`src/common/rx_data_pkg.sv`:
```
package rx_data_pkg;

    ////////////////////////////////////////
    // datapath dimensions
    ////////////////////////////////////////

    // interleaved lanes in one word
    localparam int NTI = 16;

    // adc code width, two's complement
    localparam int NADC = 8;

    // phase interpolator code width
    localparam int NPI = 9;

    // number of pi outputs
    localparam int NOUT = 4;

    // prbs order
    localparam int NPRBS = 7;

    // width of the pi max-select field
    localparam int NMAXSEL = 5;

    ////////////////////////////////////////
    // datapath words
    ////////////////////////////////////////

    // one signed code per lane, lane 0 in the low bits
    typedef struct packed {
        logic signed [NTI-1:0][NADC-1:0] code;
    } adc_word_t;

    // lane 0 is the earliest bit in time
    typedef logic [NTI-1:0] bit_word_t;

    // pi control codes toward the analog front end
    typedef struct packed {
        logic [NOUT-1:0][NPI-1:0] code;
    } pi_codes_t;

endpackage

```
`src/common/rx_reg_pkg.sv`:
```
package rx_reg_pkg;

    ////////////////////////////////////////
    // apb bus
    ////////////////////////////////////////

    typedef struct packed {
        logic        psel;
        logic        penable;
        logic        pwrite;
        logic [7:0]  paddr;
        logic [31:0] pwdata;
    } apb_req_t;

    typedef struct packed {
        logic [31:0] prdata;
        logic        pready;
        logic        pslverr;
    } apb_rsp_t;

    ////////////////////////////////////////
    // register map
    ////////////////////////////////////////

    localparam logic [7:0] ADDR_CTRL   = 8'h00;
    localparam logic [7:0] ADDR_THRESH = 8'h04;
    localparam logic [7:0] ADDR_SEED   = 8'h08;
    localparam logic [7:0] ADDR_INJ    = 8'h0C;
    // one word per pi output from here
    localparam logic [7:0] ADDR_PI0    = 8'h10;
    localparam logic [7:0] ADDR_ERR    = 8'h20;
    localparam logic [7:0] ADDR_TOTAL  = 8'h24;

    // clear is a one-cycle pulse
    typedef struct packed {
        logic clear;
        logic src_bist;
        logic gen_en;
        logic chk_en;
    } ctrl_t;

    localparam int PI_CFG_W = 16;

    typedef struct packed {
        logic                                en_bypass;
        logic [PI_CFG_W-2-rx_data_pkg::NMAXSEL-rx_data_pkg::NPI:0] rsvd;
        logic [rx_data_pkg::NMAXSEL-1:0]     max_sel;
        logic [rx_data_pkg::NPI-1:0]         code;
    } pi_scaled_t;

    typedef struct packed {
        logic                                en_bypass;
        logic [PI_CFG_W-2-rx_data_pkg::NPI:0] rsvd;
        logic [rx_data_pkg::NPI-1:0]         code;
    } pi_bypass_t;

    // same word, read either as a scaled code or a bypass code
    typedef union packed {
        pi_scaled_t scaled;
        pi_bypass_t bypass;
    } pi_cfg_u;

endpackage

```
`src/design/apb_regs.sv`:
```
`timescale 1ns/10ps

module apb_regs (
    input  logic                                        clk_adc,
    input  logic                                        reset_i,
    input  rx_reg_pkg::apb_req_t                        apb_i,
    input  logic [31:0]                                 err_cnt_i,
    input  logic [31:0]                                 total_cnt_i,
    output rx_reg_pkg::apb_rsp_t                        apb_o,
    output rx_reg_pkg::ctrl_t                           ctrl_o,
    output logic signed [rx_data_pkg::NADC-1:0]         thresh_o,
    output logic [rx_data_pkg::NPRBS-1:0]               seed_o,
    output logic                                        seed_load_o,
    output logic                                        inj_err_o,
    output rx_reg_pkg::pi_cfg_u [rx_data_pkg::NOUT-1:0] pi_cfg_o
);
    import rx_data_pkg::*;
    import rx_reg_pkg::*;

    localparam int PI_IDX_W = $clog2(NOUT);

    logic                access;
    logic                wr_en;
    logic                mapped;
    logic                read_only;
    logic                pi_hit;
    logic [7:0]          pi_off;
    logic [PI_IDX_W-1:0] pi_idx;
    logic [31:0]         rdata;

    assign access = apb_i.psel & apb_i.penable;
    assign wr_en  = access & apb_i.pwrite & mapped & ~read_only;

    // pi words are word aligned from ADDR_PI0
    assign pi_off = apb_i.paddr - ADDR_PI0;
    assign pi_hit = (apb_i.paddr >= ADDR_PI0) && (pi_off < 8'(4 * NOUT)) &&
                    (apb_i.paddr[1:0] == 2'b00);
    assign pi_idx = pi_off[PI_IDX_W+1:2];

    ////////////////////////////////////////
    // read path and decode
    ////////////////////////////////////////

    always_comb begin
        rdata     = '0;
        mapped    = 1'b1;
        read_only = 1'b0;
        if (pi_hit) begin
            rdata = 32'(pi_cfg_o[pi_idx]);
        end else begin
            case (apb_i.paddr)
                ADDR_CTRL:   rdata = 32'(ctrl_o);
                ADDR_THRESH: rdata = 32'($unsigned(thresh_o));
                ADDR_SEED:   rdata = 32'(seed_o);
                // write-only trigger
                ADDR_INJ:    rdata = '0;
                ADDR_ERR: begin
                    rdata     = err_cnt_i;
                    read_only = 1'b1;
                end
                ADDR_TOTAL: begin
                    rdata     = total_cnt_i;
                    read_only = 1'b1;
                end
                default:     mapped = 1'b0;
            endcase
        end
    end

    assign apb_o = '{prdata: rdata, pready: access,
                     pslverr: access & (~mapped | (apb_i.pwrite & read_only))};

    ////////////////////////////////////////
    // write path
    ////////////////////////////////////////

    always_ff @(posedge clk_adc) begin
        if (reset_i) begin
            ctrl_o      <= '0;
            thresh_o    <= '0;
            seed_o      <= '0;
            seed_load_o <= 1'b0;
            inj_err_o   <= 1'b0;
            pi_cfg_o    <= '0;
        end else begin
            // strobes drop after one cycle
            ctrl_o.clear <= 1'b0;
            seed_load_o  <= 1'b0;
            inj_err_o    <= 1'b0;
            if (wr_en && pi_hit) begin
                pi_cfg_o[pi_idx] <= apb_i.pwdata[$bits(pi_cfg_u)-1:0];
            end else if (wr_en) begin
                case (apb_i.paddr)
                    ADDR_CTRL:   ctrl_o   <= apb_i.pwdata[$bits(ctrl_t)-1:0];
                    ADDR_THRESH: thresh_o <= apb_i.pwdata[NADC-1:0];
                    ADDR_SEED: begin
                        seed_o      <= apb_i.pwdata[NPRBS-1:0];
                        seed_load_o <= 1'b1;
                    end
                    ADDR_INJ:    inj_err_o <= 1'b1;
                    default:     ;
                endcase
            end
        end
    end

    // access phase only ever follows a setup phase
    a_apb_setup: assert property (@(posedge clk_adc) disable iff (reset_i)
        apb_i.penable |-> $past(apb_i.psel && !apb_i.penable));

endmodule

```
`src/design/adc_slicer.sv`:
```
`timescale 1ns/10ps

module adc_slicer #(
    parameter int N_LANES = rx_data_pkg::NTI
) (
    input  logic                                clk_adc,
    input  logic                                reset_i,
    input  rx_data_pkg::adc_word_t              adc_i,
    input  logic signed [rx_data_pkg::NADC-1:0] thresh_i,
    output rx_data_pkg::bit_word_t              bits_o
);
    import rx_data_pkg::*;

    bit_word_t slice_d;

    // strictly above threshold gives a one
    always_comb begin
        slice_d = '0;
        for (int i = 0; i < N_LANES; i++) begin
            slice_d[i] = $signed(adc_i.code[i]) > thresh_i;
        end
    end

    always_ff @(posedge clk_adc) begin
        if (reset_i) begin
            bits_o <= '0;
        end else begin
            bits_o <= slice_d;
        end
    end

endmodule

```
`src/design/pi_ctl_scale.sv`:
```
`timescale 1ns/10ps

module pi_ctl_scale (
    input  logic                                        clk_adc,
    input  logic                                        reset_i,
    input  rx_reg_pkg::pi_cfg_u [rx_data_pkg::NOUT-1:0] pi_cfg_i,
    output rx_data_pkg::pi_codes_t                      pi_ctl_o
);
    import rx_data_pkg::*;

    logic [NOUT-1:0][NPI-1:0]   scale_val;
    logic [NOUT-1:0][2*NPI-1:0] scaled;
    pi_codes_t                  pi_d;

    always_comb begin
        for (int j = 0; j < NOUT; j++) begin
            // (max_sel + 1) * 16 - 1, tops out at full scale
            scale_val[j] = NPI'(((NPI'(pi_cfg_i[j].scaled.max_sel) + 1) << 4) - 1);
            scaled[j]    = pi_cfg_i[j].scaled.code * scale_val[j];
            if (pi_cfg_i[j].bypass.en_bypass) begin
                pi_d.code[j] = pi_cfg_i[j].bypass.code;
            end else begin
                pi_d.code[j] = scaled[j][2*NPI-1:NPI];
            end
        end
    end

    always_ff @(posedge clk_adc) begin
        if (reset_i) begin
            pi_ctl_o <= '0;
        end else begin
            pi_ctl_o <= pi_d;
        end
    end

    // scaling only ever shrinks the code
    for (genvar j = 0; j < NOUT; j++) begin : g_scale_chk
        a_scale_le: assert property (@(posedge clk_adc) disable iff (reset_i)
            !pi_cfg_i[j].bypass.en_bypass |=>
                pi_ctl_o.code[j] <= $past(pi_cfg_i[j].scaled.code));
    end

endmodule

```
`src/prbs/prbs_gen.sv`:
```
`timescale 1ns/10ps

module prbs_gen #(
    parameter int N_LANES = rx_data_pkg::NTI
) (
    input  logic                           clk_adc,
    input  logic                           reset_i,
    input  logic                           gen_en_i,
    input  logic [rx_data_pkg::NPRBS-1:0]  seed_i,
    input  logic                           seed_load_i,
    input  logic                           inj_err_i,
    output rx_data_pkg::bit_word_t         bits_o
);
    import rx_data_pkg::*;

    // last NPRBS lanes of the word hold the state, tail[0] oldest
    logic [NPRBS-1:0] tail;
    bit_word_t        next_word;
    bit_word_t        seed_word;
    logic             inj_pend_q;
    logic             flip;

    always_comb begin
        next_word = '0;
        tail      = bits_o[N_LANES-1 -: NPRBS];
        for (int i = 0; i < N_LANES; i++) begin
            next_word[i] = tail[0] ^ tail[1];
            tail         = {next_word[i], tail[NPRBS-1:1]};
        end
    end

    // zero seed would lock the lfsr
    always_comb begin
        seed_word                        = '0;
        seed_word[N_LANES-1 -: NPRBS]    = (seed_i == '0) ? '1 : seed_i;
    end

    // an injection waits for the next generated word
    assign flip = inj_err_i | inj_pend_q;

    always_ff @(posedge clk_adc) begin
        if (reset_i) begin
            bits_o     <= '1;
            inj_pend_q <= 1'b0;
        end else begin
            if (seed_load_i) begin
                bits_o <= seed_word;
            end else if (gen_en_i) begin
                bits_o <= next_word ^ bit_word_t'(flip);
            end
            inj_pend_q <= flip & ~(gen_en_i & ~seed_load_i);
        end
    end

endmodule

```
`src/prbs/prbs_check.sv`:
```
`timescale 1ns/10ps

module prbs_check #(
    parameter int N_LANES = rx_data_pkg::NTI
) (
    input  logic                   clk_adc,
    input  logic                   reset_i,
    input  rx_reg_pkg::ctrl_t      ctrl_i,
    input  rx_data_pkg::bit_word_t adc_bits_i,
    input  rx_data_pkg::bit_word_t bist_bits_i,
    output logic [31:0]            err_cnt_o,
    output logic [31:0]            total_cnt_o
);
    import rx_data_pkg::*;

    localparam int ERR_W = $clog2(N_LANES + 1);

    bit_word_t        rx_word;
    logic [NPRBS-1:0] hist_q;
    logic [NPRBS-1:0] hist_d;
    logic [ERR_W-1:0] err_sum;
    logic             primed_q;

    assign rx_word = ctrl_i.src_bist ? bist_bits_i : adc_bits_i;

    ////////////////////////////////////////
    // self-synchronizing prediction
    ////////////////////////////////////////

    // hist_d[0] holds the oldest bit
    // predicted bit is b[n-7] ^ b[n-6]
    always_comb begin
        hist_d  = hist_q;
        err_sum = '0;
        for (int i = 0; i < N_LANES; i++) begin
            err_sum = err_sum + ERR_W'(hist_d[0] ^ hist_d[1] ^ rx_word[i]);
            hist_d  = {rx_word[i], hist_d[NPRBS-1:1]};
        end
    end

    always_ff @(posedge clk_adc) begin
        if (reset_i) begin
            hist_q <= '0;
        end else if (ctrl_i.chk_en) begin
            hist_q <= hist_d;
        end
    end

    // first word after enable only seeds the history
    always_ff @(posedge clk_adc) begin
        if (reset_i) begin
            primed_q    <= 1'b0;
            err_cnt_o   <= '0;
            total_cnt_o <= '0;
        end else begin
            primed_q <= ctrl_i.chk_en;
            if (ctrl_i.clear) begin
                err_cnt_o   <= '0;
                total_cnt_o <= '0;
            end else if (ctrl_i.chk_en && primed_q) begin
                err_cnt_o   <= err_cnt_o + 32'(err_sum);
                total_cnt_o <= total_cnt_o + 32'(N_LANES);
            end
        end
    end

    // counters only drop on a clear
    a_cnt_mono: assert property (@(posedge clk_adc) disable iff (reset_i)
        !ctrl_i.clear |=> (err_cnt_o >= $past(err_cnt_o)) &&
                          (total_cnt_o >= $past(total_cnt_o)));

endmodule

```
`src/design/rx_dcore.sv`:
```
`timescale 1ns/10ps

module rx_dcore (
    input  logic                   clk_adc,
    input  logic                   reset_i,
    input  rx_data_pkg::adc_word_t adc_i,
    input  rx_reg_pkg::apb_req_t   apb_i,
    output rx_reg_pkg::apb_rsp_t   apb_o,
    output rx_data_pkg::pi_codes_t pi_ctl_o
);
    import rx_data_pkg::*;
    import rx_reg_pkg::*;

    localparam int N_LANES = NTI;

    ctrl_t                  ctrl;
    logic signed [NADC-1:0] thresh;
    logic [NPRBS-1:0]       seed;
    logic                   seed_load;
    logic                   inj_err;
    pi_cfg_u [NOUT-1:0]     pi_cfg;
    logic [31:0]            err_cnt;
    logic [31:0]            total_cnt;
    bit_word_t              adc_bits;
    bit_word_t              bist_bits;

    ////////////////////////////////////////
    // configuration
    ////////////////////////////////////////

    apb_regs u_regs (
        .clk_adc     (clk_adc),
        .reset_i     (reset_i),
        .apb_i       (apb_i),
        .err_cnt_i   (err_cnt),
        .total_cnt_i (total_cnt),
        .apb_o       (apb_o),
        .ctrl_o      (ctrl),
        .thresh_o    (thresh),
        .seed_o      (seed),
        .seed_load_o (seed_load),
        .inj_err_o   (inj_err),
        .pi_cfg_o    (pi_cfg)
    );

    ////////////////////////////////////////
    // data and test path
    ////////////////////////////////////////

    adc_slicer #(.N_LANES(N_LANES)) u_slicer (
        .clk_adc  (clk_adc),
        .reset_i  (reset_i),
        .adc_i    (adc_i),
        .thresh_i (thresh),
        .bits_o   (adc_bits)
    );

    prbs_gen #(.N_LANES(N_LANES)) u_gen (
        .clk_adc     (clk_adc),
        .reset_i     (reset_i),
        .gen_en_i    (ctrl.gen_en),
        .seed_i      (seed),
        .seed_load_i (seed_load),
        .inj_err_i   (inj_err),
        .bits_o      (bist_bits)
    );

    prbs_check #(.N_LANES(N_LANES)) u_check (
        .clk_adc     (clk_adc),
        .reset_i     (reset_i),
        .ctrl_i      (ctrl),
        .adc_bits_i  (adc_bits),
        .bist_bits_i (bist_bits),
        .err_cnt_o   (err_cnt),
        .total_cnt_o (total_cnt)
    );

    // pi codes come from the registers only
    pi_ctl_scale u_pi (
        .clk_adc  (clk_adc),
        .reset_i  (reset_i),
        .pi_cfg_i (pi_cfg),
        .pi_ctl_o (pi_ctl_o)
    );

endmodule

```
`config.mk`:
```
export PLATFORM = sky130hd
export DESIGN_NAME = rx_dcore
export DESIGN_NICKNAME = d
export VERILOG_FILES = /design/src/common/rx_data_pkg.sv /design/src/common/rx_reg_pkg.sv /design/src/design/apb_regs.sv /design/src/design/adc_slicer.sv /design/src/design/pi_ctl_scale.sv /design/src/prbs/prbs_gen.sv /design/src/prbs/prbs_check.sv /design/src/design/rx_dcore.sv
export SDC_FILE = /design/constraint.sdc
export NUM_CORES = 1
export LEC_CHECK = 0
export BUFFER_PORTS_ARGS = -buffer_cell sky130_fd_sc_hd__buf_2
export CORE_MARGIN = 10
export CORE_UTILIZATION = 45
export CTS_CLUSTER_DIAMETER = 30
export DETAILED_ROUTE_END_ITERATION = 8
export GPL_TIMING_DRIVEN = 0
export PLACE_DENSITY = 0.65
export REMOVE_ABC_BUFFERS = 1
export SYNTH_ARGS = -nofsm -noshare
export SYNTH_HDL_FRONTEND = slang
export SYNTH_SLANG_ARGS = --single-unit
```
`constraint.sdc`:
```
create_clock -name clk_adc -period 10.88 [get_ports clk_adc]
set_clock_uncertainty 0.2 [all_clocks]
set_input_delay 0.544 -clock clk_adc [delete_from_list [all_inputs] [get_ports clk_adc]]
set_output_delay 0.544 -clock clk_adc [all_outputs]
set_load 0.05 [all_outputs]
```
# Word-level counts from Yosys, hierarchy flattened

Cells that the tools add are included.

$mul: 4
$lt $le $gt $ge: 20
$add $sub $neg: 26
Reduce and logical (&&, ||, !) cells: 17
Bitwise gates (word level): 66
Muxes and demuxes: 21
Eq/ne operators: 5

Operator list:

| cell                    | number |
|---|---|
| $pmux W32 S5            | 1 |
| $gt A8 B8 Y1            | 16 |
| $mux W16                | 5 |
| $xor A5 B1 Y5           | 16 |
| $add A5 B5 Y5           | 15 |
| $mul A9 B9 Y18          | 4 |
| $bwmux W64              | 1 |
| $mux W9                 | 4 |
| $sub A9 B1 Y9 const B   | 4 |
| $add A32 B5 Y32         | 1 |
| $add A32 B5 Y32 const B | 1 |
| $bmux W16 S2            | 1 |
| $demux W16 S2           | 1 |
| $mux W32                | 1 |
| $xor A1 B1 Y1           | 32 |
| $add A5 B1 Y5 const B   | 4 |
| $eq A8 B4 Y1 const B    | 2 |
| $eq A8 B6 Y1 const B    | 2 |
| $xor A16 B1 Y16         | 1 |
| $reduce_and A3 Y1       | 3 |
| $and A1 B1 Y1           | 8 |
| $eq A8 B3 Y1 const B    | 1 |
| $ge A8 B5 Y1 const B    | 1 |
| $logic_not A8 Y1        | 1 |
| other kinds (16)        | 33 |

Register bits after elaboration: 226
Bits of input ports: 173

# Depth between registers and ports, before layout

Gate-level depths: netlist of run 1.

Word-level depth: 18
Gate-level depth with buffers: 25

# By module

From an unflattened synthesis of run 1, not the netlist that was laid out.

Cells, all modules: 2603
Area, all modules: 23334.9 µm²

Modules (own cells, without submodules):

| module       | cells an instance | sequential area each (µm²) | times used | area an instance (µm²) |
|---|---|---|---|---|
| pi_ctl_scale | 1166              | 720.7                      | 1          | 10700.3 |
| apb_regs     | 480               | 1701.6                     | 1          | 4232.8 |
| prbs_check   | 469               | 1361.3                     | 1          | 4072.7 |
| adc_slicer   | 381               | 320.3                      | 1          | 3343.2 |
| prbs_gen     | 107               | 340.3                      | 1          | 985.9 |

# Least setup slack after synthesis of run 1

No wires, ideal clock.

Kind: register to register
From: reg u_regs.ctrl_o[2] (netlist bit)
To: reg u_check.err_cnt_o[11]
Period minus slack after synthesis: 6.238 ns
Data required time: 10.548 ns
Cell stages (with the launch flop): 22
Setup time: 0.132 ns
Setup slack: 4.642 ns
Data arrival time: 5.906 ns
Cells stage by stage: dfxtp_1 -> clkbuf_1 -> clkbuf_1 -> mux2i_1 -> xnor2_1 -> fa_1 -> inv_1 -> fa_1 -> fa_1 -> inv_1 -> fa_1 -> inv_1 -> ha_1 -> fa_1 -> ha_1 -> a21o_1 -> a21oi_1 -> o21bai_1 -> a21oi_1 -> clkbuf_1 -> or3_1 -> a21oi_1

Word-level cells in the longest chain between the ends: 18

RTL lines:

| element                     | line             | source |
|---|---|---|
| start: declaration          | apb_regs.sv:10   | `output rx_reg_pkg::ctrl_t ctrl_o,` |
| start signal: assignment    | apb_regs.sv:94   | `ADDR_CTRL: ctrl_o <= apb_i.pwdata[$bits(ctrl_t)-1:0];` |
| $mux W16 (*)                | prbs_check.sv:24 | `assign rx_word = ctrl_i.src_bist ? bist_bits_i : adc_bits_i;` |
| $xor A5 B1 Y5               | prbs_check.sv:36 | `err_sum = err_sum + ERR_W'(hist_d[0] ^ hist_d[1] ^ rx_word[i]);` |
| $add A5 B5 Y5 (14 in a row) | prbs_check.sv:36 |  |
| $add A5 B5 Y5 (*)           | prbs_check.sv:36 |  |
| $add A32 B5 Y32 (*)         | prbs_check.sv:61 | `err_cnt_o <= err_cnt_o + 32'(err_sum);` |
| end signal: assignment      | prbs_check.sv:61 |  |
| end: declaration            | prbs_check.sv:11 | `output logic [31:0] err_cnt_o,` |

Every way passes the cells marked *; elsewhere a longest branch is shown, timed or not.
A chain may end at the register's enable or synchronous reset.

# Final worst setup path of run 1

From: reg u_regs.ctrl_o[2] (netlist bit)
To: reg u_check.err_cnt_o[14]

Same word-level chain as after synthesis.

==> metrics, run 1 <==
power density cells=110 nW/um^2; area of the multi-input gates=16800 sq um; post-route ant nets=0; Synth-to-Final Area Change=15.6%; Post-Route Utilization=52.6%; gr ovfl total=0; Crit. End Element=flip-flop; Yosys top cell by area=dfxtp_1; Worst EP required=11.11 ns; FF+latch area=4450 sq um; sw frac=27.1%; Initial Util=45.5%; hold slack final=0.0351 ns; Hold Crit Start=apb_i[14]; DR pass1 iterations=5; Hold-fix buffers, CTS=0; H-tree levels=2; cell with the most instances after synthesis=inv_1; Avg WL per Cell=18.2 um; Clock power frac=55.5%; class of the most critical setup path=flip-flop to flip-flop; Vias/cell=5.47; cell count after synthesis=2568; Synth top cells by count=inv_1, ha_1, dfxtp_1; Seq pwr share=28.5%; largest cells by area after synthesis=dfxtp_1, fa_1, ha_1, inv_1, mux2i_1; postcts setup bufs=0; post-synth top area share=19.5%; area of the core=50200 sq um; EDFF count, synth=0; port bufs=226; Comb power frac=16.0%; die area=60100 sq um; Resized Gates After CTS=0; Max rail drop VDD=0.000127 V; Lkg Pwr=11.7 nW; slew margin rel.=7.44%; Hold Crit Class=input pin to flip-flop; Worst R2R Path Depth=19; Total GRT Usage=20.8%; clk sinks=222; Post-Synthesis Cell Area=22800 sq um; YS warnings=0; Die X=245 um; filler cell count=4535; Max Root-Sink Buffers=3; worst-path fanout max=36; initial antenna violation count=12; Final Hold Fails=0; # nets final=3422; final wirelength=63.4 mm; CTS buffer count=53; sequential share of the synthesized area=19.5%; max_cap viols=0; first-pass GRT wire length=103 mm; RR Startpoint=u_regs.ctrl_o[2]; pin count of the biggest net entering global routing=117; vias post-DR=19000; CTS tree=done; minimum clock period=7.19 ns; Pint=2.12 mW; Worst-Margin Slew=1.39 ns; Psw=785 uW; asr flop ratio synth=0%; Slew Limit Fails=0; Final TNS setup=0 ns; root buffer cell=clkbuf_16; crit path DAT=7.43 ns; number of DRC markers in iteration 0=1072; clock latency on the worst-skew pair=0.61 ns; Synth Flop Type=dfxtp_1; Worst Setup SP=u_regs.ctrl_o[2]; CP Launch Type=flip-flop; row cnt=82; number of global-route vias before repair=19900; Yosys cell types=73; unrepaired setup endpoints after global routing=no; share of post-route cells with drive strength above 1=13.1%; DPL Wire Length=47.8 mm; Die H=245 um; RD Place Congestion=0.868; syn avg cell area=8.89 sq um; Synth Register Bits=222; DRC viols=0; Clk pin slew, worst setup/hold paths=0.05 ns; Peak Freq=139 MHz; IO Pins=243; outcome=finished, final reports clean; Setup-failing EPs final=0; Worst Hold Depth=3; Tcrit/Tclk final=66.1%
[layout make-up]
class	instances	area share, %
Antenna cell	7	0.0664
Timing Repair Buffer	231	4.66
Multi-Input combinational cell	1921	63.6
Clock inverter	30	1.60
Sequential cell	222	16.9
Tap cell	672	3.19
Inverter	330	4.70
Clock buffer	66	5.36
[logic make-up after synthesis]
family	count (synthesis)	share of synthesized area, %
AND/OR/NAND/NOR	772	17.3
adder cells (fa/ha/maj)	490	33.7
AO/OA/AOI/OAI	435	12.4
buffers and inverters	425	7.13
flip-flops	222	19.5
XOR/XNOR	126	4.84
multiplexers	98	5.18
[worst paths after layout]
path	slack, ns	to
worst max-delay path	3.69	u_check.err_cnt_o[14]
worst min register to register	0.27	u_regs.pi_cfg_o[14]
worst min-delay path	0.04	u_regs.pi_cfg_o[30]
worst max register to register	3.69	u_check.err_cnt_o[14]
[worst max-delay path, stage by stage, from the launching register on]
cell      delay, ns
dfxtp_2        0.83
mux2i_1        0.57
xnor2_1        0.17
fa_1           0.50
inv_1          0.05
fa_1           0.49
inv_1          0.05
fa_1           0.48
inv_1          0.05
fa_1           0.54
inv_1          0.04
ha_1           0.22
fa_1           0.50
fa_1           0.46
a21oi_1        0.16
o21bai_1       0.11
a21oi_1        1.08
nor3b_1        0.18
xnor2_1        0.25
nor2_1         0.07
[cells in the final DEF, fill, tap and decap left out, types with 9 or more instances in the layout]
cell type,count
mux4_2,16
nand2b_1,26
or3_1,19
a21oi_1,125
and2_1,90
or2_2,14
or4_1,11
a22o_1,20
nor3b_1,11
mux2i_1,81
and3_1,11
clkinv_2,9
buf_2,225
nand2_1,163
a211oi_1,21
o221ai_1,10
o31ai_1,14
o22ai_1,24
nor3_1,27
nor2_1,186
clkbuf_16,53
a221oi_1,9
a21o_1,21
o21a_1,35
nand3_1,68
ha_1,283
nand4_1,36
xor2_1,52
xnor2_1,74
nor2b_1,73
dfxtp_1,221
clkbuf_1,9
o211ai_1,16
inv_1,329
o21ai_0,83
fa_1,207
[through the flow]
stage	cells	total power, mW	setup WS (ns)	cell area [sq um]
after floorplan	2473	1.16	4.15	22400
after global placement	3371	1.27	3.11	24400
after detailed placement	3376	1.31	3.23	24500
after CTS	3472	2.93	3.26	26400
after global routing	3479	3.04	3.33	26400
final	3479	2.90	3.69	26400
[power by group through the flow]
stage | sequential (mW) | combinational [mW] | clock [mW]
after floorplan | 0.839 | 0.325 | 0
after global placement | 0.840 | 0.431 | 0
after detailed placement | 0.840 | 0.467 | 0
after CTS | 0.825 | 0.471 | 1.64
after global routing | 0.825 | 0.531 | 1.68
final | 0.825 | 0.465 | 1.61
[sequential cells by signal, summed over array words and instances, names as in the netlist]
| signal | flops |
|---|---|
| u_regs.seed_load_o | 1 |
| u_pi.pi_ctl_o | 36 |
| u_gen.inj_pend_q | 1 |
| u_check.primed_q | 1 |
| u_check.err_cnt_o | 32 |
| u_regs.ctrl_o | 4 |
| u_gen.bits_o | 16 |
| u_regs.seed_o | 7 |
| u_check.hist_q | 7 |
| u_check.total_cnt_o | 28 |
| u_regs.thresh_o | 8 |
| u_slicer.bits_o | 16 |
| u_regs.inj_err_o | 1 |
| u_regs.pi_cfg_o | 64 |
[per-layer routing]
metal | GRT usage [%] | vias up | wire length [um]
li1 | - | 9109 | -
met1 | 25.6 | 9285 | 27300
met2 | 35.4 | 507 | 30600
met3 | 4.11 | 112 | 3500
met4 | 7.85 | 10 | 1930
met5 | 0 | - | 60
Power figures use the tool's default switching activity.
==> run 2: changes to the inputs <==
--- a/config.mk
+++ b/config.mk
@@ -11,7 +11,7 @@
 export CTS_CLUSTER_DIAMETER = 30
 export DETAILED_ROUTE_END_ITERATION = 8
 export GPL_TIMING_DRIVEN = 0
-export PLACE_DENSITY = 0.65
+export PLACE_DENSITY = 0.67
 export REMOVE_ABC_BUFFERS = 1
 export SYNTH_ARGS = -nofsm -noshare
 export SYNTH_HDL_FRONTEND = slang
==> constraint.sdc (replaced) <==
create_clock -name clk_adc -period 6.6 [get_ports clk_adc]
set_clock_uncertainty 0.2 [all_clocks]
set_input_delay 0.33 -clock clk_adc [delete_from_list [all_inputs] [get_ports clk_adc]]
set_output_delay 0.33 -clock clk_adc [all_outputs]
set_load 0.05 [all_outputs]
==> run 2 against run 1 <==
Net effect:
- clock-buffer cell count is 5 lower
- cell area is 1.4% higher
- sequential share of layout area is 0.20 points lower
- power is 67% higher
- largest cell class unchanged
==> metrics, run 2 (synthesis results as in run 1) <==
Crit path buffers/inverters=4; Vias/cell=5.50; Crit path largest cell delay=0.62 ns; pin count of the biggest net entering global routing=102; Crit path max-delay family=adder cells; Avg WL per Cell=18.5 um; Total GRT Usage=21.3%; Synth-to-Final Area Change=17.2%; Die X=245 um; number of global-route vias before repair=20200; Clk pin slew, worst setup/hold paths=0.05 ns; slew margin rel.=22.2%; Peak Freq=159 MHz; Crit. End Element=flip-flop; crit-path cells=mux2i_1 -> xnor2_1 -> fa_1 -> inv_1 -> fa_1 -> inv_1 -> fa_1 -> inv_1 -> fa_1 -> inv_1 -> ha_1 -> fa_1 -> xor2_1 -> ha_1 -> a21oi_1 -> o21bai_1 -> a21oi_4 -> nor4b_1 -> xnor2_1 -> nor2_1; CTS tree=done; Hold Crit Class=input pin to flip-flop; Setup-failing EPs final=0; clock latency on the worst-skew pair=0.61 ns; initial antenna violation count=6; first-pass GRT wire length=105 mm; outcome=finished, final reports clean; row cnt=82; placed cell count=3376; power density cells=182 nW/um^2; unrepaired setup endpoints after global routing=no; post-route ant nets=0; Max Root-Sink Buffers=3; filler cell count=4464; Post-Layout Cell Count=3506; Worst path most repeated cell=fa_1; DRC viols=0; final wirelength=64.9 mm; share of post-route cells with drive strength above 1=13.4%; Worst-Margin Slew=1.17 ns; Total Power=4.86 mW; minimum clock period=6.28 ns; Final Hold Fails=0; die area=60100 sq um; root buffer cell=clkbuf_16; DPL Wire Length=49.0 mm; RD Place Congestion=0.898; clk sinks=222; fin worst setup slack=0.322 ns; number of flip-flops in the largest register=64; Worst EP required=6.84 ns; Tcrit/Tclk final=95.1%; commonest non-fill, non-tap cell in the layout=inv_1; Final TNS setup=0 ns; top flop regs=u_regs.pi_cfg_o: 64 flops, u_pi.pi_ctl_o: 36 flops, u_check.err_cnt_o: 32 flops; class of the most critical setup path=flip-flop to flip-flop; CTS buffer count=51; # nets final=3447; gr ovfl total=0; DR pass1 iterations=6; Lkg Pwr=11.9 nW; area of the core=50200 sq um; max_cap viols=0; Slew Limit Fails=0; vias post-DR=19300; crit path DAT=6.52 ns; Most flops, register=u_regs.pi_cfg_o; Max rail drop VDD=0.000193 V; CP Launch Type=flip-flop; Die H=245 um; port bufs=226; pre-CTS setup slack=-0.913 ns; Slowest cell on crit path=dfxtp_4; most frequent cells in the layout=inv_1, ha_1, buf_2, dfxtp_1, fa_1; Initial Util=45.5%; number of DRC markers in iteration 0=1184; H-tree levels=2; IO Pins=243; hold slack final=0.0449 ns; worst-path fanout max=36
==> run 2: cell types whose count changed in the layout (fill, tap and decap cells not counted), sizes merged <==
cell         change
clkinv           +3
clkinvlp         -1
clkbuf           -5
bufinv           +1
inv              +2
dlygate4sd3     +27
==> run 2: repair_timing <==
item | 4_1_cts | 5_1_grt
hold buffers | 27 | 0
setup endpoints to repair | 28 | 32
gates resized for setup | 4 | 7
pin swaps | 0 | 0
endpoints found under the hold margin | 102 | 0
setup buffers | 0 | 0
==> run 2: power by group <==
part | leakage (nW) | switching, mW | total (mW) | internal, mW
logic | 9.19 | 0.427 | 0.775 | 0.347
clock network | 0.905 | 0.899 | 2.73 | 1.83
registers | 1.79 | 0.00778 | 1.36 | 1.35
==> run 2: final timing paths <==
kind	startpoint	end	slack [ns]	depth (start not counted)
worst max-delay path	u_regs.ctrl_o[2]	u_check.err_cnt_o[26]	0.32	20
worst min-delay path	adc_i[69]	u_slicer.bits_o[8]	0.04	4
worst max register to register	u_regs.ctrl_o[2]	u_check.err_cnt_o[26]	0.32	20
worst min register to register	u_regs.pi_cfg_o[14]	u_regs.pi_cfg_o[14]	0.26	2
==> run 2: cell type report <==
| class | instances | area (sq um) | area share [%] |
|---|---|---|---|
| timing repair buffer | 258 | 1490 | 5.58 |
| clock buffer | 61 | 1380 | 5.18 |
| clock inverter | 35 | 503 | 1.88 |
| multi-input combinational | 1921 | 16800 | 62.9 |
| tap | 672 | 841 | 3.14 |
| antenna | 7 | 17.5 | 0.0655 |
| inverter | 330 | 1240 | 4.63 |
| sequential | 222 | 4450 | 16.6 |
==> run 2: worst register-to-register path, delay by kind of cell, from the launching register on <==
family / cells / cell delay, ns
simple gates: 2 / 0.49
xor+xnor: 3 / 0.54
fa+ha+maj: 7 / 2.95
flops: 1 / 0.62
compound gates: 3 / 0.60
buf+inv: 4 / 0.19
mux: 1 / 0.54
==> run 2: stage by stage <==
step	area (sq um)	util [%]
2_1_floorplan	22400	-
3_3_place_gp	24400	48.7
3_5_place_dp	24500	48.9
4_1_cts	26700	53.2
5_1_grt	26700	53.3
6_report	26700	53.3
==> run 2: metal layers <==
layer,up-vias,part of all wire (%),GRT usage [%]
li1,9172,-,-
met1,9459,42,26.4
met2,529,49,36.5
met3,116,5.9,4.06
met4,0,2.9,7.31
met5,-,0,0
==> run 3: changes to the inputs <==
--- a/config.mk
+++ b/config.mk
@@ -10,7 +10,6 @@
 export CORE_UTILIZATION = 45
 export CTS_CLUSTER_DIAMETER = 30
 export DETAILED_ROUTE_END_ITERATION = 8
-export GPL_TIMING_DRIVEN = 0
 export PLACE_DENSITY = 0.67
 export REMOVE_ABC_BUFFERS = 1
 export SYNTH_ARGS = -nofsm -noshare
==> run 3 against run 2 <==
Net effect:
- die area unchanged
- via count fell by 0.17%
- combinational power about the same
- maximum frequency grew 2.7%
- first-iteration DRC count is 13% lower
- clock-buffer cell count grew 2
- critical path type unchanged
- critical endpoint is now u_check.err_cnt_o[15]
- largest cell class unchanged
==> metrics, run 3 (synthesis results as in run 1) <==
Synth-to-Final Area Change=17.0%; clk sinks=222; Crit path buffers/inverters=6; commonest non-fill, non-tap cell in the layout=inv_1; crit-path cells=buf_4 -> mux2i_1 -> xnor2_1 -> fa_1 -> inv_1 -> fa_1 -> inv_1 -> fa_1 -> inv_1 -> fa_1 -> inv_1 -> ha_1 -> fa_1 -> xor2_1 -> ha_1 -> a21oi_1 -> o21bai_1 -> a21oi_1 -> buf_4 -> or4_1 -> a21oi_1; Worst Hold Depth=4; Crit. path cell count=21; area of the multi-input gates=16800 sq um; power density cells=180 nW/um^2; DR pass1 iterations=5; Seq pwr share=28.2%; Setup-failing EPs final=0; Hold Crit Start=adc_i[5]; Die H=245 um; Max Root-Sink Buffers=3; Finished Cell Area=26700 sq um; Crit. End Element=flip-flop; pre-CTS setup slack=0.510 ns; number of global-route vias before repair=20000; DPL Wire Length=49.0 mm; DRC viols=0; pin count of the biggest net entering global routing=63; FF+latch area=4440 sq um; Area after DPL=24600 sq um; Slew Limit Fails=0; top flop regs=u_regs.pi_cfg_o: 64 flops, u_pi.pi_ctl_o: 36 flops, u_check.err_cnt_o: 32 flops; Slowest cell on crit path=fa_1; RD Place Congestion=0.897; Die X=245 um; max_cap viols=0; Worst R2R Path Depth=21; port bufs=226; area of the core=50200 sq um; initial antenna violation count=7; Max rail drop VDD=0.000206 V; root buffer cell=clkbuf_16; crit path DAT=6.41 ns; first-pass GRT wire length=104 mm; Worst path most repeated cell=fa_1; Vias/cell=5.47; gr ovfl total=0; Final Hold Fails=0; Worst Setup SP=u_regs.ctrl_o[2]; final wirelength=65.0 mm; Total Power=4.82 mW; Crit path largest cell delay=0.55 ns; CP Launch Type=flip-flop; Lkg Pwr=11.9 nW; slew margin rel.=20.5%; sw frac=27.0%; most frequent cells in the layout=inv_1, ha_1, buf_2, dfxtp_1, fa_1; Initial Util=45.5%; Avg WL per Cell=18.5 um; post-route ant nets=0; vias post-DR=19200; Comb power frac=16.1%; share of post-route cells with drive strength above 1=13.5%; row cnt=82; Clock power frac=55.6%; # nets final=3463; Crit path max-delay family=adder cells; fin worst setup slack=0.488 ns; CTS tree=done; Most flops, register=u_regs.pi_cfg_o; die area=60100 sq um; Worst-Margin Slew=1.19 ns; Psw=1.30 mW; Resized Gates After CTS=0; number of DRC markers in iteration 0=1032; filler cell count=4533; unrepaired setup endpoints after global routing=no; Worst EP required=6.90 ns; RR Startpoint=u_regs.ctrl_o[2]; Tcrit/Tclk final=92.6%; worst-path fanout max=28; Peak Freq=164 MHz; H-tree levels=2; number of flip-flops in the largest register=64; IO Pins=243; CTS buffer count=51; class of the most critical setup path=flip-flop to flip-flop; Hold Crit Class=input pin to flip-flop; Pint=3.52 mW; Clk pin slew, worst setup/hold paths=0.05 ns; outcome=finished, final reports clean; clock latency on the worst-skew pair=0.60 ns; Total GRT Usage=21.2%; minimum clock period=6.11 ns
==> run 3: metal layers <==
metal / GRT usage [%] / vias up / wire length [um]
met5: 0 / - / 13
met2: 35.8 / 552 / 31200
met1: 26.4 / 9357 / 27800
li1: - / 9200 / -
met3: 3.68 / 132 / 3800
met4: 8.42 / 2 / 2260
==> run 3: worst paths after layout <==
kind                                               to  slack (ns)
worst max register to register  u_check.err_cnt_o[15]        0.49
worst min register to register    u_regs.pi_cfg_o[14]        0.27
worst min-delay path               u_slicer.bits_o[0]        0.04
worst max-delay path            u_check.err_cnt_o[15]        0.49
==> run 3: repair_timing <==
item,4_1_cts,5_1_grt
setup buffers,0,0
hold endpoints to repair,93,0
hold buffers,27,0
==> run 3: worst reg2reg max path, stage by stage, from the launching register on <==
cell and delay [ns]:
dfxtp_1 0.31, buf_4 0.28, mux2i_1 0.44, xnor2_1 0.17, fa_1 0.55, inv_1 0.05, fa_1 0.50, inv_1 0.05
fa_1 0.47, inv_1 0.05, fa_1 0.52, inv_1 0.04, ha_1 0.22, fa_1 0.41, xor2_1 0.18, ha_1 0.32
a21oi_1 0.11, o21bai_1 0.14, a21oi_1 0.09, buf_4 0.22, or4_1 0.52, a21oi_1 0.17
==> run 3: final cells by class <==
class / instances / share of cell area (%)
Multi-Input combinational cell: 1921 / 62.8
Inverter: 330 / 4.64
Clock buffer: 63 / 5.36
Clock inverter: 30 / 1.53
Tap cell: 672 / 3.15
Sequential cell: 222 / 16.6
Timing Repair Buffer: 274 / 5.85
Antenna cell: 7 / 0.0656
==> run 3: power by group through the flow <==
stage	Sequential, mW	Clock [mW]	Combinational (mW)
final	1.36	2.68	0.778
after global routing	1.36	2.78	0.898
after detailed placement	1.39	0	0.765
after global placement	1.39	0	0.724
after floorplan	1.38	0	0.536
after CTS	1.36	2.71	0.787
==> run 3: metrics by stage <==
step           hold slack [ns]  instances  util [%]  setup TNS (ns)
6_report                0.0396       3519      53.2               0
3_3_place_gp             0.244       3392      49.0               0
5_1_grt                 0.0728       3517      53.2               0
2_1_floorplan            0.199       2473         -           -1.63
3_5_place_dp             0.249       3392      49.0               0
4_1_cts                 0.0259       3512      53.2               0
